`src/source/main_bus_pkg.sv`:
```
//~~~~~~~~~~~~~~~~~~~~~~~~~~~~~~~~~~~~~~~~~~~~~~~~~~~~~~~~~~~~~~~~~~~~~~~~~~
// main bus definitions
// widths, memory map and I/O port layout of the main CPU bus
//~~~~~~~~~~~~~~~~~~~~~~~~~~~~~~~~~~~~~~~~~~~~~~~~~~~~~~~~~~~~~~~~~~~~~~~~~~
`default_nettype none

package main_bus_pkg;

    typedef logic [23:1] cpu_addr_t;    // word address, byte bit dropped
    typedef logic [15:0] cpu_data_t;
    typedef logic [13:0] ram_addr_t;    // 16K words
    typedef logic [7:0]  byte_t;
    typedef logic [9:0]  io_sel_t;      // one-hot port select

    // map fields of the byte address
    localparam logic [8:0] RAM_BASE = 9'h041;   // addr[23:15] of 0x208000
    localparam logic [3:0] GCU_PAGE = 4'h4;     // addr[23:20]
    localparam logic [3:0] IO_PAGE  = 4'h5;

    // bit positions in io_sel_t
    localparam int IO_IN     = 0;
    localparam int IO_SYS    = 1;
    localparam int IO_DSW    = 2;
    localparam int IO_VCOUNT = 3;
    localparam int IO_SL3    = 4;
    localparam int IO_SL4    = 5;
    localparam int IO_SL1W   = 6;
    localparam int IO_SL2W   = 7;
    localparam int IO_EEPR   = 8;
    localparam int IO_EEPW   = 9;

    // byte offsets in the I/O page
    localparam logic [7:0] IO_OFS_IN     = 8'h00;
    localparam logic [7:0] IO_OFS_SYS    = 8'h02;
    localparam logic [7:0] IO_OFS_DSW    = 8'h04;
    localparam logic [7:0] IO_OFS_VCOUNT = 8'h06;
    localparam logic [7:0] IO_OFS_SL3    = 8'h10;
    localparam logic [7:0] IO_OFS_SL4    = 8'h12;
    localparam logic [7:0] IO_OFS_SL1W   = 8'h14;
    localparam logic [7:0] IO_OFS_SL2W   = 8'h16;
    localparam logic [7:0] IO_OFS_EEPR   = 8'h18;
    localparam logic [7:0] IO_OFS_EEPW   = 8'h1E;

    // GCU register offsets
    localparam logic [3:0] GCU_OFS_WREG   = 4'h0;
    localparam logic [3:0] GCU_OFS_SEL    = 4'h4;
    localparam logic [3:0] GCU_OFS_DATA_H = 4'h8;
    localparam logic [3:0] GCU_OFS_DATA_L = 4'hA;
    localparam logic [3:0] GCU_OFS_PTR    = 4'hC;

endpackage

`default_nettype wire

```
`src/source/cpu_bus_if.sv`:
```
//~~~~~~~~~~~~~~~~~~~~~~~~~~~~~~~~~~~~~~~~~~~~~~~~~~~~~~~~~~~~~~~~~~~~~~~~~~
// CPU bus cycle
// address, data and strobes of one 68000-style access
//~~~~~~~~~~~~~~~~~~~~~~~~~~~~~~~~~~~~~~~~~~~~~~~~~~~~~~~~~~~~~~~~~~~~~~~~~~
`default_nettype none

interface cpu_bus_if;
    import main_bus_pkg::*;

    cpu_addr_t addr;
    cpu_data_t wdata;
    logic      rw;      // high for read
    logic      uds_n;
    logic      lds_n;
    logic      as_n;

    modport decoder (input addr, wdata, rw, uds_n, lds_n, as_n);
    modport ram     (input addr, wdata, rw, uds_n, lds_n);
    modport reader  (input addr);
    modport writer  (input addr, wdata, lds_n);

endinterface

`default_nettype wire

```
`src/source/io_write_regs.sv`:
```
//~~~~~~~~~~~~~~~~~~~~~~~~~~~~~~~~~~~~~~~~~~~~~~~~~~~~~~~~~~~~~~~~~~~~~~~~~~
// main bus write ports
// sound latches with NMI, EEPROM pins and the GCU op strobes
//~~~~~~~~~~~~~~~~~~~~~~~~~~~~~~~~~~~~~~~~~~~~~~~~~~~~~~~~~~~~~~~~~~~~~~~~~~
`default_nettype none

module io_write_regs (
    input  logic                  CLK96,
    input  logic                  RESET96,
    cpu_bus_if.writer             bus,
    input  logic                  sel_gcu,
    input  logic                  rw,
    input  logic                  access_new,
    input  main_bus_pkg::io_sel_t sel_io,
    input  logic                  gcu_ack,
    output main_bus_pkg::byte_t   soundlatch,
    output main_bus_pkg::byte_t   soundlatch2,
    output logic                  nmi,
    output logic                  eeprom_sclk,
    output logic                  eeprom_sdi,
    output logic                  eeprom_scs,
    output logic                  z80_busreq,
    output logic                  gcu_op_write_reg,
    output logic                  gcu_op_select_reg,
    output logic                  gcu_op_write_ram,
    output logic                  gcu_op_read_h,
    output logic                  gcu_op_read_l,
    output logic                  gcu_op_set_ptr
);
    import main_bus_pkg::*;

    logic [3:0] gcu_ofs;
    logic       sl1_wr;
    logic       sl2_wr;
    logic       eep_wr;
    logic       gcu_go;

    assign gcu_ofs = {bus.addr[3:1], 1'b0};
    assign sl1_wr  = access_new && sel_io[IO_SL1W];
    assign sl2_wr  = access_new && sel_io[IO_SL2W];
    assign eep_wr  = access_new && sel_io[IO_EEPW] && !bus.lds_n;
    assign gcu_go  = access_new && sel_gcu;

    always_ff @(posedge CLK96) begin
        if (sl1_wr) begin
            soundlatch <= bus.wdata[7:0];
        end
        if (sl2_wr) begin
            soundlatch2 <= bus.wdata[7:0];
        end
    end

    always_ff @(posedge CLK96 or posedge RESET96) begin
        if (RESET96) begin
            nmi               <= 1'b0;
            z80_busreq        <= 1'b0;
            eeprom_sclk       <= 1'b0;
            eeprom_sdi        <= 1'b0;
            eeprom_scs        <= 1'b0;
            gcu_op_write_reg  <= 1'b0;
            gcu_op_select_reg <= 1'b0;
            gcu_op_write_ram  <= 1'b0;
            gcu_op_read_h     <= 1'b0;
            gcu_op_read_l     <= 1'b0;
            gcu_op_set_ptr    <= 1'b0;
        end else begin
            nmi <= sl1_wr || sl2_wr;    // one cycle per latch write

            if (eep_wr) begin
                z80_busreq  <= bus.wdata[4];
                eeprom_sclk <= bus.wdata[3];
                eeprom_sdi  <= bus.wdata[2];
                eeprom_scs  <= bus.wdata[0];
            end

            // strobe held until the GCU answers
            if (gcu_go) begin
                gcu_op_write_reg  <= !rw && gcu_ofs == GCU_OFS_WREG;
                gcu_op_select_reg <= !rw && gcu_ofs == GCU_OFS_SEL;
                gcu_op_write_ram  <= !rw && (gcu_ofs == GCU_OFS_DATA_H ||
                                             gcu_ofs == GCU_OFS_DATA_L);
                gcu_op_read_h     <= rw && gcu_ofs == GCU_OFS_DATA_H;
                gcu_op_read_l     <= rw && gcu_ofs == GCU_OFS_DATA_L;
                gcu_op_set_ptr    <= !rw && gcu_ofs == GCU_OFS_PTR;
            end else if (gcu_ack) begin
                gcu_op_write_reg  <= 1'b0;
                gcu_op_select_reg <= 1'b0;
                gcu_op_write_ram  <= 1'b0;
                gcu_op_read_h     <= 1'b0;
                gcu_op_read_l     <= 1'b0;
                gcu_op_set_ptr    <= 1'b0;
            end
        end
    end

endmodule

`default_nettype wire

```
`src/flat_wrapper.sv`:
```
// flat-port wrapper written by rule: the top's interface ports become plain ports
module io_write_regs_flat import main_bus_pkg::*;
  (CLK96, RESET96, sel_gcu, rw, access_new, sel_io, gcu_ack, soundlatch, soundlatch2, nmi, eeprom_sclk, eeprom_sdi, eeprom_scs, z80_busreq, gcu_op_write_reg, gcu_op_select_reg, gcu_op_write_ram, gcu_op_read_h, gcu_op_read_l, gcu_op_set_ptr, bus_addr, bus_wdata, bus_lds_n);
  cpu_bus_if bus_i ();
  input  logic CLK96;
  input  logic RESET96;
  input  logic sel_gcu;
  input  logic rw;
  input  logic access_new;
  input  main_bus_pkg::io_sel_t sel_io;
  input  logic gcu_ack;
  output main_bus_pkg::byte_t soundlatch;
  output main_bus_pkg::byte_t soundlatch2;
  output logic nmi;
  output logic eeprom_sclk;
  output logic eeprom_sdi;
  output logic eeprom_scs;
  output logic z80_busreq;
  output logic gcu_op_write_reg;
  output logic gcu_op_select_reg;
  output logic gcu_op_write_ram;
  output logic gcu_op_read_h;
  output logic gcu_op_read_l;
  output logic gcu_op_set_ptr;
  input wire logic [$bits(bus_i.addr)-1:0] bus_addr;
  input wire logic [$bits(bus_i.wdata)-1:0] bus_wdata;
  input wire logic [$bits(bus_i.lds_n)-1:0] bus_lds_n;
  assign bus_i.addr = bus_addr;
  assign bus_i.wdata = bus_wdata;
  assign bus_i.lds_n = bus_lds_n;
  io_write_regs u_core (.CLK96(CLK96), .RESET96(RESET96), .bus(bus_i), .sel_gcu(sel_gcu), .rw(rw), .access_new(access_new), .sel_io(sel_io), .gcu_ack(gcu_ack), .soundlatch(soundlatch), .soundlatch2(soundlatch2), .nmi(nmi), .eeprom_sclk(eeprom_sclk), .eeprom_sdi(eeprom_sdi), .eeprom_scs(eeprom_scs), .z80_busreq(z80_busreq), .gcu_op_write_reg(gcu_op_write_reg), .gcu_op_select_reg(gcu_op_select_reg), .gcu_op_write_ram(gcu_op_write_ram), .gcu_op_read_h(gcu_op_read_h), .gcu_op_read_l(gcu_op_read_l), .gcu_op_set_ptr(gcu_op_set_ptr));
endmodule
```
`config.mk`:
```
export PLATFORM = sky130hd
export DESIGN_NAME = io_write_regs_flat
export DESIGN_NICKNAME = d
export VERILOG_FILES = /design/src/source/main_bus_pkg.sv /design/src/source/cpu_bus_if.sv /design/src/source/io_write_regs.sv /design/src/flat_wrapper.sv
export SDC_FILE = /design/constraint.sdc
export NUM_CORES = 1
export LEC_CHECK = 0
export ABC_AREA = 1
export BUFFER_PORTS_ARGS = -buffer_cell sky130_fd_sc_hd__buf_2
export CORE_MARGIN = 3
export CORE_UTILIZATION = 40
export CTS_CLUSTER_DIAMETER = 50
export DETAILED_ROUTE_END_ITERATION = 8
export HOLD_SLACK_MARGIN = 0.1
export PLACE_DENSITY_LB_ADDON = 0.12
export SETUP_SLACK_MARGIN = 0.1
export SYNTH_ARGS = -nofsm -noshare
export SYNTH_HDL_FRONTEND = slang
export SYNTH_SLANG_ARGS = --single-unit
```
`constraint.sdc`:
```
create_clock -name CLK96 -period 1 [get_ports CLK96]
set_clock_uncertainty 0.05 [all_clocks]
set_input_delay 0.1 -clock CLK96 [delete_from_list [all_inputs] [get_ports CLK96]]
set_output_delay 0.1 -clock CLK96 [all_outputs]
set_load 0.02 [all_outputs]
```
== Word level (Yosys, flattened, before mapping) ==
Index checks and enable logic that the tools add are counted.

* Register bits after elaboration: 27
* Input bits: 56

* Equality and inequality tests: 4
* Muxes and demuxes: 7
* Reductions and logical operators: 17

{| class="wikitable"
|+ Operators with widths
! operator !! count
|-
| $logic_and A1 B1 Y1 || 11
|-
| $eq A3 B3 Y1 const B || 3
|-
| $mux W1 || 7
|-
| $logic_not A4 Y1 || 1
|-
| $eq A3 B2 Y1 const B || 1
|-
| $logic_not A1 Y1 || 2
|-
| $logic_or A1 B1 Y1 || 2
|-
| $reduce_bool A2 Y1 || 1
|}

== Logic depth before layout (Yosys ltp) ==
* Depth after elaboration: 4
* Depth in mapped cells: 5
* Mapped depth without buffers: 5

== Worst setup path before layout ==
OpenSTA, ideal clock, no wires.

* Path kind: reg2reg
* Start: register u_core.gcu_op_read_h (netlist name)
* End: register u_core.gcu_op_read_h
* Path slack: 0.229 ns
* Stages on the path, launching flop included: 3
* Data required time: 0.824 ns
* Clock period less this slack: 0.771 ns
* Library setup time: 0.126 ns
* Data arrival time: 0.595 ns
* Path buffers: 0
* Cell sequence: dfrtp_1 > nand3_1 > o21ai_0

{| class="wikitable"
|+ RTL lines
! what !! line !! RTL
|-
| end signal, assigned || io_write_regs.sv:63 || <nowiki>gcu_op_read_h <= 1'b0;</nowiki>
|-
| end signal, assigned || io_write_regs.sv:82 || <nowiki>gcu_op_read_h <= rw && gcu_ofs == GCU_OFS_DATA_H;</nowiki>
|-
| end signal, assigned || io_write_regs.sv:89 || <nowiki>gcu_op_read_h <= 1'b0;</nowiki>
|-
| end, declared || io_write_regs.sv:26 || <nowiki>output logic gcu_op_read_h,</nowiki>
|}

== Worst setup path after layout ==
* Start: register u_core.gcu_op_write_reg
* End: output gcu_op_write_reg

{| class="wikitable"
|+ RTL lines
! what !! line !! RTL
|-
| start, declared || io_write_regs.sv:23 || <nowiki>output logic gcu_op_write_reg,</nowiki>
|-
| start signal, assigned || io_write_regs.sv:60 || <nowiki>gcu_op_write_reg <= 1'b0;</nowiki>
|-
| start signal, assigned || io_write_regs.sv:78 || <nowiki>gcu_op_write_reg <= !rw && gcu_ofs == GCU_OFS_WREG;</nowiki>
|-
| start signal, assigned || io_write_regs.sv:86 || <nowiki>gcu_op_write_reg <= 1'b0;</nowiki>
|-
| end, declared || flat_wrapper.sv:19 || <nowiki>output logic gcu_op_write_reg;</nowiki>
|}

No word-level cell between the ends.

==> results.md <==
* Run status: finished, violations left
* Violated checks: negative setup slack
* CP Buf/Inv Count at 1
* DP Cell Count at 154
* Mapped Nets at approximately 130
* Initial DRC count at 12
* Crit path cell chain: buf_6
* Area Overhead vs Synth at 64.4%
* Initial antenna violation count at 0
* DRC viols at 0
* Root buffer cell: clkbuf_4
* Post-route minimum period at around 1 ns
* # port buffers at 47
* Area after DPL at between 0.001 and 0.0015 mm²
* First-pass GRT wire length at around 3600 µm
* Avg Inst Size Synth at ~13 µm²
* Simple-gate portion of the synthesized area at roughly 16%
* GPL Wtd Cong at approximately 0.75
* GRT Residual Overflow at 0
* Post-Synth XOR/XNOR Area at 0%
* Setup violators final at 20
* Setup TNS at -0.242 ns
* DR vias/cell at about 4.5
* Antenna Violating Nets Remaining at 0
* Comb power frac at around a fifth
* Max clock buf depth at 2
* Final period util at 103%
* H-tree Lvls at 1
* Synth Instances at roughly 80
* Adder-cell share of the synthesized area at 0%
* Routed WL per cell at around 12 µm
* Final hold viol count at 0
* FILL cells at about 170
* CTS tree: done
* Setup ws final at -0.0308 ns
* Final Max Slew Viols at 0
* Relative slew margins at 73.0%
* Worst-margin pin slew at 0.404 ns
* Drt total wl at ~2200 µm
* Max frequency at 970 MHz
* Slowest-stage cell, CP: dfrtp_1
* Chip Width at around 56 µm
* CP arrival at a little under 0.9 ns
* Sequential cell area at between 700 and 800 µm²
* Leakage power at just over 0.8 nW
* Pin count of the biggest net entering global routing at 15
* Syn Std Cell Area at slightly below 0.001 mm²
* Worst vdd ir at 0.841 mV
* Num CTS Buffers at 3
* Multiplexer area fraction after synthesis at 0%
* Largest family of logic cells by synthesized area: simple AND/OR/NAND/NOR gates
* Std-Cell Core Area at approximately 0.0023 mm²
* Delay-heaviest family, CP: flip-flops
* Gr usage total at 14.9%
* Seq/Total Area, Yosys at between 70% and 80%
* WS Path Type: flip-flop to output pin
* RSZ-0062 raised after global routing: true
* Startpoint types: flip-flop
* Net Sw Frac at roughly 25%
* Die area at 0.00312 mm²
* Layout cells sized above 1 at a little over 40%
* CP max FO at 2
* Non-Filler Instances at 180
* # IOs at 83
* DP HPWL at 1480 µm
* Detailed Routing Iterations Pass 1 at 4
* Internal Power at approximately 0.0016 W
* Starting Density at ~44%
* Compound-Gate Fraction of Synth Area at 3.02%
* Worst skew pair latency at 0.30 ns
* Crit path required time at between 0.8 and 0.9 ns
* Fin util at 71.9%
* Max_cap viols at 0
* Part of the power in registers at slightly below 60%
* Clock power frac at roughly a fifth
* CP peak stage delay at between 0.4 and 0.5 ns
* HP Class: primary input to flip-flop
* Num Clock Sinks at 27
* CP endpoint kind: output pin
* DP Worst Slack at 0.0330 ns
* Antenna cell count at 0
* Multi-input logic area at about 200 µm²
* P per Cell Area at about 1300 mW/mm²
* Row cnt at 17
* Switching power at 0.000549 W
* Clk slew on worst S/H paths at about 0.13 ns
* Largest regs: u_core.soundlatch2 (8), u_core.soundlatch (8)
* Vias in the first global route at between 800 and 900
* Via count at just over 800
* Die Ht at 55.9 µm
* Seq cells post-synth at 27
* Final instance area at 0.00164 mm²
* Final nets at ~210
* Yosys warns at 0
* Cell variety after synth at 10
worst paths after layout:
check / slack, ns / cells past startpoint / startpoint / to
max: -0.03 / 1 / u_core.gcu_op_write_reg / gcu_op_write_reg
min: 0.07 / 4 / bus_lds_n / u_core.eeprom_sdi
max reg2reg: 0.17 / 3 / u_core.gcu_op_select_reg / u_core.gcu_op_select_reg
min reg2reg: 0.48 / 2 / u_core.eeprom_sdi / u_core.eeprom_sdi
max in group asynchronous: 0.37 / 3 / RESET96 / u_core.gcu_op_set_ptr
min in group asynchronous: 0.24 / 3 / RESET96 / u_core.gcu_op_select_reg
cells by family after synthesis:
kind of cell	count (synthesis)
AND/OR/NAND/NOR	33
flip-flops	27
buffers and inverters	12
AO/OA/AOI/OAI	6
Yosys cell counts, drive strengths merged:
library cell	instances	area (µm²)
dfrtp	11	275
edfxtp	16	480
inv	12	45.0
nand2	18	75.1
nand3	10	62.6
nor2	5	26.3
o21ai	6	30.0
routing by layer:
layer  routed length, µm  up-vias  track usage [%]
li1                    -      402                -
met1                 782      378             15.6
met2                1230       28             27.5
met3                 146        4             3.48
met4                  40        0             7.12
met5                   0        -                0
stage by stage:
| step | total power, W | hold WS [ns] |
|---|---|---|
| after floorplan | 0.00149 | -0.0976 |
| after global placement | 0.00163 | 0.0631 |
| after detailed placement | 0.00164 | 0.0596 |
| after CTS | 0.00218 | 0.0583 |
| after global routing | 0.00230 | 0.0824 |
| final | 0.00219 | 0.0697 |
layout by cell type (no fill, tap or decap):
cell            count
buf_2              28
buf_4               5
buf_6              19
clkbuf_1            1
clkbuf_4            3
dfrtp_1            11
dlygate4sd3_1      16
dlymetal6s4s_1      2
edfxtp_1           16
inv_1               9
inv_2               3
nand2_1            16
nand2_2             1
nand2_4             1
nand3_1             9
nand3_4             1
nor2_1              4
nor2_4              1
o21ai_0             6
cell type report:
class / count / area share, %
sequential: 27 / 46.2
timing repair buffer: 70 / 35.3
multi-input combinational: 39 / 12.0
inverter: 12 / 2.75
tap: 28 / 2.14
clock buffer: 4 / 1.61
repair_timing:
| action | in CTS | in global routing |
|---|---|---|
| gates cloned | 0 | 0 |
| setup endpoints to repair | 27 | 33 |
| hold endpoints to repair | 38 | 8 |
| gates resized for setup | 24 | 19 |
| pin swaps | 0 | 3 |
| hold buffers | 17 | 2 |
| buffers inserted | 1 | 3 |
power groups by stage:
stage	clock network (W)	registers, W	logic (W)
after global placement	0	0.00131	0.000319
after detailed placement	0	0.00131	0.000323
final	0.000439	0.00130	0.000450
after floorplan	0	0.00142	0.0000712
after CTS	0.000461	0.00130	0.000417
after global routing	0.000505	0.00131	0.000486
Note: power is estimated with default switching activity, not from simulation.
