--- config.mk ---
export PLATFORM = sky130hd
export DESIGN_NAME = io_read_mux_flat
export DESIGN_NICKNAME = d
export VERILOG_FILES = /design/src/source/main_bus_pkg.sv /design/src/source/cpu_bus_if.sv /design/src/source/io_read_mux.sv /design/src/flat_wrapper.sv
export SDC_FILE = /design/constraint.sdc
export NUM_CORES = 1
export LEC_CHECK = 0
export ABC_AREA = 1
export BUFFER_PORTS_ARGS = -buffer_cell sky130_fd_sc_hd__clkbuf_2
export CORE_MARGIN = 2
export CORE_UTILIZATION = 34
export CTS_BUF_LIST = sky130_fd_sc_hd__clkbuf_2
export DETAILED_ROUTE_END_ITERATION = 6
export PLACE_DENSITY_LB_ADDON = 0.2
export SLEW_MARGIN = 20
export SYNTH_ARGS = -nofsm -noshare
export SYNTH_HDL_FRONTEND = slang
export SYNTH_SLANG_ARGS = --single-unit
--- constraint.sdc ---
create_clock -name CLK96 -period 0.8 [get_ports CLK96]
set_input_delay 0.16 -clock CLK96 [delete_from_list [all_inputs] [get_ports CLK96]]
set_output_delay 0.16 -clock CLK96 [all_outputs]
set_load 0.01 [all_outputs]
--- src/source/main_bus_pkg.sv ---
//~~~~~~~~~~~~~~~~~~~~~~~~~~~~~~~~~~~~~~~~~~~~~~~~~~~~~~~~~~~~~~~~~~~~~~~~~~
// main bus definitions
// widths, memory map and I/O port layout of the main CPU bus
//~~~~~~~~~~~~~~~~~~~~~~~~~~~~~~~~~~~~~~~~~~~~~~~~~~~~~~~~~~~~~~~~~~~~~~~~~~
`default_nettype none

package main_bus_pkg;

    typedef logic [23:1] cpu_addr_t;    // word address, byte bit dropped
    typedef logic [15:0] cpu_data_t;
    typedef logic [13:0] ram_addr_t;    // 16K words
    typedef logic [7:0]  byte_t;
    typedef logic [9:0]  io_sel_t;      // one-hot port select

    // map fields of the byte address
    localparam logic [8:0] RAM_BASE = 9'h041;   // addr[23:15] of 0x208000
    localparam logic [3:0] GCU_PAGE = 4'h4;     // addr[23:20]
    localparam logic [3:0] IO_PAGE  = 4'h5;

    // bit positions in io_sel_t
    localparam int IO_IN     = 0;
    localparam int IO_SYS    = 1;
    localparam int IO_DSW    = 2;
    localparam int IO_VCOUNT = 3;
    localparam int IO_SL3    = 4;
    localparam int IO_SL4    = 5;
    localparam int IO_SL1W   = 6;
    localparam int IO_SL2W   = 7;
    localparam int IO_EEPR   = 8;
    localparam int IO_EEPW   = 9;

    // byte offsets in the I/O page
    localparam logic [7:0] IO_OFS_IN     = 8'h00;
    localparam logic [7:0] IO_OFS_SYS    = 8'h02;
    localparam logic [7:0] IO_OFS_DSW    = 8'h04;
    localparam logic [7:0] IO_OFS_VCOUNT = 8'h06;
    localparam logic [7:0] IO_OFS_SL3    = 8'h10;
    localparam logic [7:0] IO_OFS_SL4    = 8'h12;
    localparam logic [7:0] IO_OFS_SL1W   = 8'h14;
    localparam logic [7:0] IO_OFS_SL2W   = 8'h16;
    localparam logic [7:0] IO_OFS_EEPR   = 8'h18;
    localparam logic [7:0] IO_OFS_EEPW   = 8'h1E;

    // GCU register offsets
    localparam logic [3:0] GCU_OFS_WREG   = 4'h0;
    localparam logic [3:0] GCU_OFS_SEL    = 4'h4;
    localparam logic [3:0] GCU_OFS_DATA_H = 4'h8;
    localparam logic [3:0] GCU_OFS_DATA_L = 4'hA;
    localparam logic [3:0] GCU_OFS_PTR    = 4'hC;

endpackage

`default_nettype wire

--- src/source/cpu_bus_if.sv ---
//~~~~~~~~~~~~~~~~~~~~~~~~~~~~~~~~~~~~~~~~~~~~~~~~~~~~~~~~~~~~~~~~~~~~~~~~~~
// CPU bus cycle
// address, data and strobes of one 68000-style access
//~~~~~~~~~~~~~~~~~~~~~~~~~~~~~~~~~~~~~~~~~~~~~~~~~~~~~~~~~~~~~~~~~~~~~~~~~~
`default_nettype none

interface cpu_bus_if;
    import main_bus_pkg::*;

    cpu_addr_t addr;
    cpu_data_t wdata;
    logic      rw;      // high for read
    logic      uds_n;
    logic      lds_n;
    logic      as_n;

    modport decoder (input addr, wdata, rw, uds_n, lds_n, as_n);
    modport ram     (input addr, wdata, rw, uds_n, lds_n);
    modport reader  (input addr);
    modport writer  (input addr, wdata, lds_n);

endinterface

`default_nettype wire

--- src/source/io_read_mux.sv ---
//~~~~~~~~~~~~~~~~~~~~~~~~~~~~~~~~~~~~~~~~~~~~~~~~~~~~~~~~~~~~~~~~~~~~~~~~~~
// main bus read data
// formats cabinet, DIP and video status words and registers the word
// the CPU sees from RAM, GCU or I/O page
//~~~~~~~~~~~~~~~~~~~~~~~~~~~~~~~~~~~~~~~~~~~~~~~~~~~~~~~~~~~~~~~~~~~~~~~~~~
`default_nettype none

module io_read_mux (
    input  logic                    CLK96,
    input  logic                    RESET96,
    cpu_bus_if.reader               bus,
    input  logic                    sel_ram,
    input  logic                    sel_gcu,
    input  main_bus_pkg::io_sel_t   sel_io,
    input  main_bus_pkg::cpu_data_t ram_q,
    input  main_bus_pkg::cpu_data_t gcu_rdata,
    input  logic [9:0]              joystick1,
    input  logic [9:0]              joystick2,
    input  logic [3:0]              start_button,
    input  logic [3:0]              coin_input,
    input  logic                    service,
    input  logic                    dip_test,
    input  main_bus_pkg::byte_t     dipsw_a,
    input  main_bus_pkg::byte_t     dipsw_b,
    input  main_bus_pkg::byte_t     dipsw_c,
    input  main_bus_pkg::byte_t     soundlatch3,
    input  main_bus_pkg::byte_t     soundlatch4,
    input  logic                    hsync,
    input  logic                    vsync,
    input  logic                    fblank,
    input  logic [8:0]              vcount,
    input  logic                    eeprom_sdo,
    input  logic                    z80_busreq,
    output main_bus_pkg::cpu_data_t rdata
);
    import main_bus_pkg::*;

    logic [3:0] gcu_ofs;
    logic       gcu_data;   // data port of the GCU
    byte_t      sys_lo;
    byte_t      vpos;
    cpu_data_t  video_word;
    cpu_data_t  io_word;

    // cabinet inputs are active low, the game wants them active high
    function automatic byte_t player_byte(input logic [9:0] joy);
        player_byte = {1'b0, ~joy[6], ~joy[5], ~joy[4], ~joy[0], ~joy[1], ~joy[2], ~joy[3]};
    endfunction

    assign gcu_ofs  = {bus.addr[3:1], 1'b0};
    assign gcu_data = gcu_ofs == GCU_OFS_DATA_H || gcu_ofs == GCU_OFS_DATA_L;

    assign sys_lo = {1'b0, ~start_button[1], ~start_button[0], ~coin_input[1],
                     ~coin_input[0], ~dip_test, 1'b0, ~service};

    assign vpos       = vcount[8] ? 8'hFF : vcount[7:0];   // clamp past line 255
    assign video_word = {hsync, vsync, 5'b11111, fblank, vpos};

    always_comb begin
        case (1'b1)
            sel_io[IO_IN]:     io_word = {player_byte(joystick2), player_byte(joystick1)};
            sel_io[IO_SYS]:    io_word = {dipsw_c, sys_lo};
            sel_io[IO_DSW]:    io_word = {dipsw_b, dipsw_a};
            sel_io[IO_VCOUNT]: io_word = video_word;
            sel_io[IO_SL3]:    io_word = {8'h00, soundlatch3};
            sel_io[IO_SL4]:    io_word = {8'h00, soundlatch4};
            sel_io[IO_EEPR]:   io_word = {11'h000, eeprom_sdo, 3'b000, z80_busreq};
            default:           io_word = '0;    // write ports and holes
        endcase
    end

    always_ff @(posedge CLK96 or posedge RESET96) begin
        if (RESET96) begin
            rdata <= '0;
        end else if (sel_gcu) begin
            rdata <= gcu_data ? gcu_rdata : '0;
        end else if (sel_ram) begin
            rdata <= ram_q;
        end else begin
            rdata <= io_word;
        end
    end

endmodule

`default_nettype wire

--- src/flat_wrapper.sv ---
// flat-port wrapper written by rule: the top's interface ports become plain ports
module io_read_mux_flat import main_bus_pkg::*;
  (CLK96, RESET96, sel_ram, sel_gcu, sel_io, ram_q, gcu_rdata, joystick1, joystick2, start_button, coin_input, service, dip_test, dipsw_a, dipsw_b, dipsw_c, soundlatch3, soundlatch4, hsync, vsync, fblank, vcount, eeprom_sdo, z80_busreq, rdata, bus_addr);
  cpu_bus_if bus_i ();
  input  logic CLK96;
  input  logic RESET96;
  input  logic sel_ram;
  input  logic sel_gcu;
  input  main_bus_pkg::io_sel_t sel_io;
  input  main_bus_pkg::cpu_data_t ram_q;
  input  main_bus_pkg::cpu_data_t gcu_rdata;
  input  logic [9:0] joystick1;
  input  logic [9:0] joystick2;
  input  logic [3:0] start_button;
  input  logic [3:0] coin_input;
  input  logic service;
  input  logic dip_test;
  input  main_bus_pkg::byte_t dipsw_a;
  input  main_bus_pkg::byte_t dipsw_b;
  input  main_bus_pkg::byte_t dipsw_c;
  input  main_bus_pkg::byte_t soundlatch3;
  input  main_bus_pkg::byte_t soundlatch4;
  input  logic hsync;
  input  logic vsync;
  input  logic fblank;
  input  logic [8:0] vcount;
  input  logic eeprom_sdo;
  input  logic z80_busreq;
  output main_bus_pkg::cpu_data_t rdata;
  input wire logic [$bits(bus_i.addr)-1:0] bus_addr;
  assign bus_i.addr = bus_addr;
  io_read_mux u_core (.CLK96(CLK96), .RESET96(RESET96), .bus(bus_i), .sel_ram(sel_ram), .sel_gcu(sel_gcu), .sel_io(sel_io), .ram_q(ram_q), .gcu_rdata(gcu_rdata), .joystick1(joystick1), .joystick2(joystick2), .start_button(start_button), .coin_input(coin_input), .service(service), .dip_test(dip_test), .dipsw_a(dipsw_a), .dipsw_b(dipsw_b), .dipsw_c(dipsw_c), .soundlatch3(soundlatch3), .soundlatch4(soundlatch4), .hsync(hsync), .vsync(vsync), .fblank(fblank), .vcount(vcount), .eeprom_sdo(eeprom_sdo), .z80_busreq(z80_busreq), .rdata(rdata));
endmodule
## After elaboration in Yosys (flattened, before gate mapping)

Cells that the tools add are included.

| operators by class | value |
|---|---|
| muxes and demuxes | 11 |
| eq/ne operators | 2 |
| reduce and logical (&&, ||, !) cells | 1 |
| bitwise operators | 20 |

Operators with widths:

| operator | number |
|---|---|
| $mux W16 | 9 |
| $not A1 Y1 | 20 |
| $mux W8 | 1 |
| $eq A3 B3 Y1 const B | 2 |
| $mux W5 | 1 |
| $logic_or A1 B1 Y1 | 1 |

| storage, ports and cells | value |
|---|---|
| bits in registers | 16 |
| logic and storage cells | 35 |

## Longest topological paths before layout

Gate-level depths: netlist of run 1.

| logic depth | value |
|---|---|
| depth after elaboration | 9 |
| mapped depth | 10 |

## Worst setup path after synthesis of run 1

No wires, ideal clock.

| path | value |
|---|---|
| path kind | input to register |
| from | in sel_io[2] |
| to | reg u_core.rdata[5] |
| arrival | 0.823 ns |
| setup time | 0.117 ns |
| path buffers | 2 |
| path slack | -0.139 ns |
| required time | 0.683 ns |
| cell stages on the path | 9 |
| cell sequence | buf_4 inv_4 buf_2 nor2_1 nor2_1 nand2_1 nand2_1 nand2_1 nand2_1 |

| between the ends | value |
|---|---|
| cells in the longest elaborated chain, start to end | 5 |

RTL lines:

| element | line | text |
|---|---|---|
| start, declared | flat_wrapper.sv:9 | `input main_bus_pkg::io_sel_t sel_io;` |
| $mux W16 (3 in a row) | io_read_mux.sv:60 | `case (1'b1)` |
| $mux W16 | io_read_mux.sv:77 | `end else if (sel_ram) begin` |
| $mux W16 | io_read_mux.sv:75 | `end else if (sel_gcu) begin` |
| end signal, assigned | io_read_mux.sv:76 | `rdata <= gcu_data ? gcu_rdata : '0;` |
| end signal, assigned | io_read_mux.sv:78 | `rdata <= ram_q;` |
| end signal, assigned | io_read_mux.sv:80 | `rdata <= io_word;` |
| end, declared | io_read_mux.sv:34 | `output main_bus_pkg::cpu_data_t rdata` |

No other way between the ends.

## Worst setup path in the final report of run 1

| path | value |
|---|---|
| from | reg u_core.rdata[13] |
| to | out rdata[13] |

RTL lines:

| element | line | text |
|---|---|---|
| end, declared | flat_wrapper.sv:29 | `output main_bus_pkg::cpu_data_t rdata;` |

No word-level cell between the ends.

==> flow_summary.yaml, run 1 <==
run_status:
  violations: "negative setup slack"
  status: "complete, but fails checks"
yosys:
  yosys.area.top_type: "nand2_1"
  ys_top_cells_by_area: "nand2_1 30%, dfrtp_1 28%, nor2_1 12%, inv_1 4.2%, a21oi_1 3.8%"
  netlist_instances: 259
  synth-seq-cells: 16
  synth_nets: 412
  synth_edf_count: 0
  netlist_area_um2: 1440
  synth-async-reset-ratio: 1.00
  ys_top_cells_by_count: "114 x nand2_1, 46 x nor2_1, 16 x dfrtp_1, 16 x inv_1"
  post-synth-top-area-fraction: 0.298
  synth.most_common_cell: "nand2_1"
  synth-main-ff-cell: "dfrtp_1"
  ys.warnings.count: 0
  synthDistinctLibCells: 22
  syn_avg_cell_area_um2: 5.55
  synth_seq_area_share: 0.279
detailed_routing:
  vias: 2115
  wirelength_mm: 5.11
  drc: 0
  avgRoutedWirePerCell_um: 11.1
  via_per_inst: 4.61
  ant_nets: 0
  drt_first_pass_iters: 5
  drt_iter0_markers: 131
grt:
  grt_max_degree: 17
  grt_pass1_wl_mm: 8.14
  grt_pass1_vias: 1919
  grtUsageTotal: 0.205
  overflow: 0
  antenna_found_initial: 0
finish:
  antenna_cells: 0
  syn_to_final_growth_pct: 65.5
  nNetsFinal: 564
  reg_top3: "u_core.rdata (16)"
  drive_above_1_share: 0.433
  largest_reg_flops: 16
  regMostFlops: "u_core.rdata"
  fin_cells: 459
floorplan:
  fp.dieW_um: 69.0
  die-area_um2: 4760
  start_util: 0.357
  core_area_um2: 4030
  rows: 23
  die_h_um: 69.0
  ios: 169
place:
  numPortBuffers: 134
  dpl.hpwl_mm: 4.41
  placed_cells: 454
  gp_congestion: 0.879
worst_setup_path:
  worstSetupStartpointType: "register"
  worstPathMaxFanout: 1
  path_buf_inv: 1
  critPathTopFamily: "flip-flops"
  cp.required_ps: 640
  critPathSlowestCell: "dfrtp_1"
  path_cells: "clkbuf_2"
  critical_path.max_stage_delay_ps: 400
  critPathKind: "reg2out"
  crit_arrival_ps: 810
  cp-end-kind: "output pin"
sta:
  max-slew-margin-rel: 0.857
  drv_slew: 0
  final-hold-violation-count: 0
  fin_ws_ps: -169
  tightestPinTransition_ps: 213
  fmax_ghz: 1.03
  timing.final.crit_share: 1.21
  rsz0062_at_grt: "yes"
  fin_hold_ws_ps: 75.7
  fin_tns_setup_ps: -2300
  setup_violations: 16
  fin_crit_ps: 969
power_and_ir_drop:
  vdd_drop_max_v: 0.000385
  leakagePower_nw: 1.45
  p_per_area_nw_per_um2: 939
flow_run:
  cap_violations: 0
cts:
  cts_buffers: 3
  cts_tree: "done"
  clkSinkCount: 16
  path_clk_slew_ps: 140
  cts_max_path_buffers: 2
  cts_max_level: 1
  root_buffer: "clkbuf_2"
min_path:
  hold_class: "in2reg"
logic make-up (layout without fill, tap and decap cells):
logic type      count (synthesis)  after routing  synth area share
simple gates                  176            176             0.481
compound gates                 40             40             0.161
buf+inv                        27            177            0.0792
flops                          16             16             0.279
worst paths after layout:
| path | from | endpoint | slack, ps | depth (start not counted) |
|---|---|---|---|---|
| max | u_core.rdata[13]$_DFF_PP0_ | rdata[13] | -170 | 1 |
| min in group asynchronous | RESET96 | u_core.rdata[11]$_DFF_PP0_ | 390 | 4 |
| max in group asynchronous | RESET96 | u_core.rdata[3]$_DFF_PP0_ | 230 | 4 |
| min | gcu_rdata[15] | u_core.rdata[15]$_DFF_PP0_ | 80 | 3 |
metrics by stage:
step / utilization / power, mW / setup WS [ps] / area (um2)
after floorplan: - / 1.38 / -46.7 / 1510
after global placement: 0.570 / 1.87 / -367 / 2300
after detailed placement: 0.570 / 1.88 / -374 / 2300
after CTS: 0.583 / 2.23 / -186 / 2350
after global routing: 0.591 / 2.41 / -219 / 2380
final: 0.591 / 2.23 / -169 / 2380
routing by layer:
| layer | global-route usage | part of all wire |
|---|---|---|
| met1 | 0.258 | 0.42 |
| met2 | 0.357 | 0.48 |
| met3 | 0.0380 | 0.091 |
| met4 | 0.0545 | 0.0070 |
| met5 | 0 | 0 |
what timing repair did:
| action | 4_1_cts | 5_1_grt |
|---|---|---|
| hold endpoints to repair | 16 | 0 |
| gates resized for setup | 4 | 14 |
| pin swaps | 2 | 3 |
| hold buffers | 1 | 0 |
| endpoints found under the setup margin | 24 | 27 |
| buffers inserted | 1 | 0 |
power by group:
part / switching [mW] / internal (mW) / total, mW
Sequential: 0.0194 / 0.877 / 0.896
Combinational: 0.507 / 0.494 / 1.00
Clock: 0.235 / 0.102 / 0.337
layout by cell type, fill, tap and decap left out, drive strengths merged:
cell,count
a21oi,11
o22ai,6
a22oi,1
dlygate4sd3,1
a211oi,1
nand2,115
o211a,1
o21ai,16
clkbuf,134
clkinvlp,1
dfrtp,16
buf,23
o211ai,1
inv,18
nor2,50
nand3,11
o2111ai,3
cell type report:
type / instances / area [um2]
inverter: 19 / 77.6
tap: 50 / 62.6
sequential: 16 / 400
fill: 437 / 1650
timing repair buffer: 155 / 856
multi-input combinational: 216 / 968
clock buffer: 3 / 15.0
(Power assumes the default switching activity.)
==> inputs of run 2 (changes only) <==
- ABC_AREA: 1 -> 0
- CORE_UTILIZATION: 34 -> 36
- PLACE_DENSITY_LB_ADDON: 0.2 -> 0.1
==> run 2 against run 1 <==
Effect of this change: the run still ends with negative setup slack left; synthesized cell count decreased by 25%; critical path depth unchanged; total power increased by 11%; combinational power increased by 23%; area after synthesis increased by 8.1%; core utilization increased by 7.0 points; clock power about the same; critical path type unchanged; largest cell class is now buffers; largest power group unchanged.
==> flow_summary.yaml, run 2 <==
finish:
  post-route-util: 0.660
  reg_top3: "u_core.rdata (16)"
  nNetsFinal: 503
  drive_above_1_share: 0.603
  fin_cells: 398
  largest_reg_flops: 16
  multi_input_area_um2: 1070
  ff_latch_area_um2: 400
  antenna_cells: 0
  layout_commonest_cell: "clkbuf_2"
  final_cell_mix: "128 x clkbuf_2, 27 x a21oi_1, 25 x buf_4"
  nFillCells: 341
  syn_to_final_growth_pct: 73.7
  design_area_um2: 2700
  regMostFlops: "u_core.rdata"
place:
  pre_cts_slack_ps: -449
  dpl.hpwl_mm: 4.65
  gp_congestion: 0.833
  postPlaceCellArea_um2: 2400
  placed_cells: 391
  numPortBuffers: 134
sta:
  timing.final.crit_share: 1.22
  fmax_ghz: 1.02
  fin_tns_setup_ps: -2580
  drv_slew: 0
  rsz0062_at_grt: "yes"
  max-slew-margin-rel: 0.750
  tightestPinTransition_ps: 374
  fin_ws_ps: -179
  setup_violations: 26
  fin_hold_ws_ps: 75.5
  fin_crit_ps: 979
  final-hold-violation-count: 0
yosys:
  syn_avg_cell_area_um2: 8.05
  synth-async-reset-ratio: 1.00
  synth_seq_area_share: 0.258
  yosys.area.top_type: "dfrtp_1"
  synth_edf_count: 0
  synth-seq-cells: 16
  synth.most_common_cell: "a21oi_1"
  netlist_instances: 193
  netlist_area_um2: 1550
  synth-main-ff-cell: "dfrtp_1"
  ys.warnings.count: 0
  ys_top_cells_by_area: "dfrtp_1 26%, a21oi_1 11%, a221oi_2 5.8%, buf_6 5.1%, inv_1 4.3%"
  post-synth-top-area-fraction: 0.258
  synthDistinctLibCells: 39
  ys_top_cells_by_count: "33 x a21oi_1, 18 x inv_1, 16 x dfrtp_1, 16 x nand2_1, 10 x o21ai_0"
  synth_nets: 346
grt:
  grt_pass1_vias: 1927
  grtUsageTotal: 0.222
  overflow: 0
  antenna_found_initial: 0
  grt_max_degree: 19
  grt_pass1_wl_mm: 8.86
cts:
  root_buffer: "clkbuf_2"
  cts_max_path_buffers: 2
  cts_tree: "done"
  path_clk_slew_ps: 150
  clkSinkCount: 16
  cts_max_level: 1
  cts_buffers: 3
power_and_ir_drop:
  leakagePower_nw: 1.43
  clkPwrFrac: 0.137
  p_per_area_nw_per_um2: 916
  seqPwrFrac: 0.364
  p_comb_frac: 0.499
  swShare: 0.335
  internal_power_mw: 1.64
  switching_power_mw: 0.828
  vdd_drop_max_v: 0.000450
  p_total_mw: 2.47
floorplan:
  die-area_um2: 4860
  fp.dieW_um: 69.7
  ios: 169
  core_area_um2: 4090
  start_util: 0.380
  die_h_um: 69.7
  rows: 23
detailed_routing:
  drt_iter0_markers: 152
  wirelength_mm: 5.94
  via_per_inst: 5.18
  drt_first_pass_iters: 4
  ant_nets: 0
  avgRoutedWirePerCell_um: 14.9
  vias: 2060
  drc: 0
worst_setup_path:
  path_buf_inv: 1
  critPathSlowestCell: "dfrtp_1"
  crit_arrival_ps: 820
  critical_path.max_stage_delay_ps: 400
  path_cells: "buf_2"
  critPathTopFamily: "flip-flops"
  worstSetupStartpointType: "register"
  cp-end-kind: "output pin"
  critPathKind: "reg2out"
  worstPathMaxFanout: 1
  cp.required_ps: 640
min_path:
  min_to: "u_core.rdata[11]$_DFF_PP0_"
  whs_path_depth: 2
  hold_class: "in2reg"
  min_from: "gcu_rdata[11]"
run_status:
  status: "complete, but fails checks"
  violations: "negative setup slack"
flow_run:
  cap_violations: 0
run 2: cell types whose count changed after synthesis, sizes merged, moves of 9 or more:
cell / change
a21oi: +23
a221oi: +9
nand2: -99
nand3: -9
nor2: -42
run 2: timing repair:
item                                    in CTS  in global routing
endpoints found under the hold margin       16                  0
pin swaps                                   13                 12
hold buffers                                 1                  0
buffers inserted                             1                  0
endpoints found under the setup margin      29                 30
resized for setup                           22                 36
cloned                                       0                  2
run 2: worst max path at each step:
stage                               startpoint                         to  slack [ps]  cells after the start
floorplan                            sel_io[3]  u_core.rdata[7]$_DFF_PP0_        -240                      6
CTS                 u_core.rdata[10]$_DFF_PP0_                  rdata[10]        -190                      1
global route        u_core.rdata[10]$_DFF_PP0_                  rdata[10]        -230                      1
detailed placement                   sel_io[4]  u_core.rdata[7]$_DFF_PP0_        -450                      5
finish              u_core.rdata[13]$_DFF_PP0_                  rdata[13]        -180                      1
global placement                     sel_io[4]  u_core.rdata[7]$_DFF_PP0_        -440                      5
run 2: logic make-up (layout without fill, tap and decap cells):
| group | Yosys count | after routing | synth area share |
|---|---|---|---|
| AOI/OAI and AO/OA | 90 | 90 | 0.394 |
| and+or+nand+nor | 51 | 51 | 0.191 |
| buffers and inverters | 36 | 191 | 0.158 |
| DFF | 16 | 16 | 0.258 |
run 2: cell type report:
| class | instances | area share |
|---|---|---|
| Sequential cell | 16 | 0.148 |
| Inverter | 18 | 0.0250 |
| Tap cell | 50 | 0.0232 |
| Clock buffer | 3 | 0.00556 |
| Timing Repair Buffer | 170 | 0.401 |
| Multi-Input combinational cell | 141 | 0.397 |
run 2: power by group through the flow:
stage,Clock (mW),Sequential [mW],Combinational (mW)
2_1_floorplan,0,0.953,0.498
3_3_place_gp,0,0.917,1.05
3_5_place_dp,0,0.918,1.05
4_1_cts,0.348,0.901,1.13
5_1_grt,0.376,0.907,1.33
6_report,0.338,0.900,1.23
run 2: layer usage:
layer	part of all wire	up-vias	track usage
met3	0.087	7	0.0407
met5	0	-	0
met1	0.45	919	0.319
met2	0.46	113	0.345
li1	-	1021	-
met4	0.0074	0	0.0491
==> inputs of run 3 (changes only) <==
==> constraint.sdc (replaced) <==
create_clock -name CLK96 -period 0.8 [get_ports CLK96]
set_input_delay 0.16 -clock CLK96 [delete_from_list [all_inputs] [get_ports CLK96]]
set_output_delay 0.16 -clock CLK96 [all_outputs]
set_load 0.02 [all_outputs]
==> run 3 against run 2 <==
Effect of this change: the flow still finishes with violations (negative setup slack); sequential power rose by 2%; core utilization rose by 2.3 points; count of clock-buffer cells in the layout did not move; final cell count did not move; total power rose by 6.0%; setup slack got worse by 16 ps; fmax fell by 1.6%; worst hold slack improved by 3.9 ps; design area rose by 3.5%; critical path type unchanged; critical endpoint is now rdata[10].
==> flow_summary.yaml, run 3 (synthesized netlist as in run 2, its figures left out) <==
worst_setup_path:
  cp-end-kind: "output pin"
  crit_end: "rdata[10]"
  critical_path.max_stage_delay_ps: 420
  crit_start: "u_core.rdata[10]$_DFF_PP0_"
  cp.depth: 1
  worstPathMaxFanout: 1
  critPathTopFamily: "flip-flops"
  cp.required_ps: 640
  crit_arrival_ps: 830
  path_cells: "buf_6"
  worstSetupStartpointType: "register"
  critPathKind: "reg2out"
  critPathSlowestCell: "dfrtp_1"
  path_buf_inv: 1
floorplan:
  ios: 169
  die-area_um2: 4860
  die_h_um: 69.7
  start_util: 0.380
  rows: 23
  fp.dieW_um: 69.7
  core_area_um2: 4090
place:
  placed_cells: 391
  gp_congestion: 0.833
  postPlaceCellArea_um2: 2400
  numPortBuffers: 134
  dpl.hpwl_mm: 4.65
sta:
  max-slew-margin-rel: 0.750
  rsz0062_at_grt: "yes"
  tightestPinTransition_ps: 375
  setup_violations: 26
  timing.final.crit_share: 1.24
  fin_crit_ps: 995
  fin_hold_ws_ps: 79.4
  fin_ws_ps: -195
  final-hold-violation-count: 0
  drv_slew: 0
  fmax_ghz: 1.01
min_path:
  whs_path_depth: 2
  hold_class: "in2reg"
grt:
  grt_pass1_vias: 1927
  antenna_found_initial: 0
  grt_pass1_wl_mm: 8.86
  grt_max_degree: 19
  grtUsageTotal: 0.222
  overflow: 0
cts:
  path_clk_slew_ps: 140
  cts_max_level: 1
  cts_tree: "done"
  cts_buffers: 3
  cts_max_path_buffers: 2
  root_buffer: "clkbuf_2"
  clkSinkCount: 16
detailed_routing:
  drt_iter0_markers: 117
  ant_nets: 0
  drc: 0
  vias: 2075
  drt_first_pass_iters: 4
  avgRoutedWirePerCell_um: 15.0
  via_per_inst: 5.21
  wirelength_mm: 5.98
power_and_ir_drop:
  vdd_drop_max_v: 0.000458
  leakagePower_nw: 1.45
  p_per_area_nw_per_um2: 938
finish:
  nNetsFinal: 503
  drive_above_1_share: 0.603
  fin_cells: 398
  reg_top3: "u_core.rdata (16)"
  final_cell_mix: "114 x clkbuf_2, 27 x a21oi_1, 25 x buf_4"
  post-route-util: 0.683
  nFillCells: 323
  multi_input_area_um2: 1070
  syn_to_final_growth_pct: 79.7
  layout_commonest_cell: "clkbuf_2"
  ff_latch_area_um2: 400
  antenna_cells: 0
  regMostFlops: "u_core.rdata"
  design_area_um2: 2790
  largest_reg_flops: 16
run_status:
  status: "complete, but fails checks"
  violations: "negative setup slack"
flow_run:
  cap_violations: 0
## run 3: cell count changes in the layout (fill, tap and decap cells not counted), sizes merged
| cell | previous run | this run |
|---|---|---|
| clkbuf | 131 | 117 |
| buf | 41 | 55 |
## run 3: worst min path at each step
| stage | to | start | slack (ps) |
|---|---|---|---|
| floorplan | u_core.rdata[0]$_DFF_PP0_ | RESET96 | 70 |
| global placement | u_core.rdata[5]$_DFF_PP0_ | RESET96 | 160 |
| detailed placement | u_core.rdata[5]$_DFF_PP0_ | RESET96 | 160 |
| CTS | u_core.rdata[11]$_DFF_PP0_ | gcu_rdata[11] | 60 |
| global route | u_core.rdata[9]$_DFF_PP0_ | gcu_rdata[9] | 60 |
| finish | u_core.rdata[11]$_DFF_PP0_ | gcu_rdata[11] | 80 |
## run 3: stage by stage
step                      power (mW)  worst slack [ps]  TNS [ps]
after floorplan                 1.51              -237     -3130
after global placement          2.02              -445     -5480
after detailed placement        2.02              -449     -5740
after CTS                       2.43              -221     -3230
after global routing            2.77              -249     -3790
final                           2.62              -195     -2890
## run 3: area by class of cell
type / count / share of cell area
Sequential cell: 16 / 0.143
Multi-Input combinational cell: 141 / 0.384
Inverter: 18 / 0.0242
Timing Repair Buffer: 170 / 0.421
Clock buffer: 3 / 0.00538
Tap cell: 50 / 0.0224
## run 3: layer usage
metal  share of wire  vias up  GRT usage  wire length [um]
met2            0.46      110      0.345              2780
li1                -     1020          -                 -
met4          0.0079        0     0.0491                47
met3           0.083        9     0.0407               498
met5               0        -          0                 0
met1            0.44      936      0.319              2660
## run 3: where the power goes
group          internal [mW]  total, mW  switching (mW)
combinational          0.742       1.37           0.629
clock                  0.102      0.334           0.231
sequential             0.879      0.915          0.0359
## run 3: timing repair
| action | CTS | global route |
|---|---|---|
| endpoints found under the hold margin | 16 | 0 |
| gates cloned | 0 | 2 |
| pin swaps | 13 | 12 |
| hold buffers | 1 | 0 |
| resized for setup | 22 | 80 |
| buffers inserted | 1 | 0 |
| endpoints found under the setup margin | 29 | 30 |
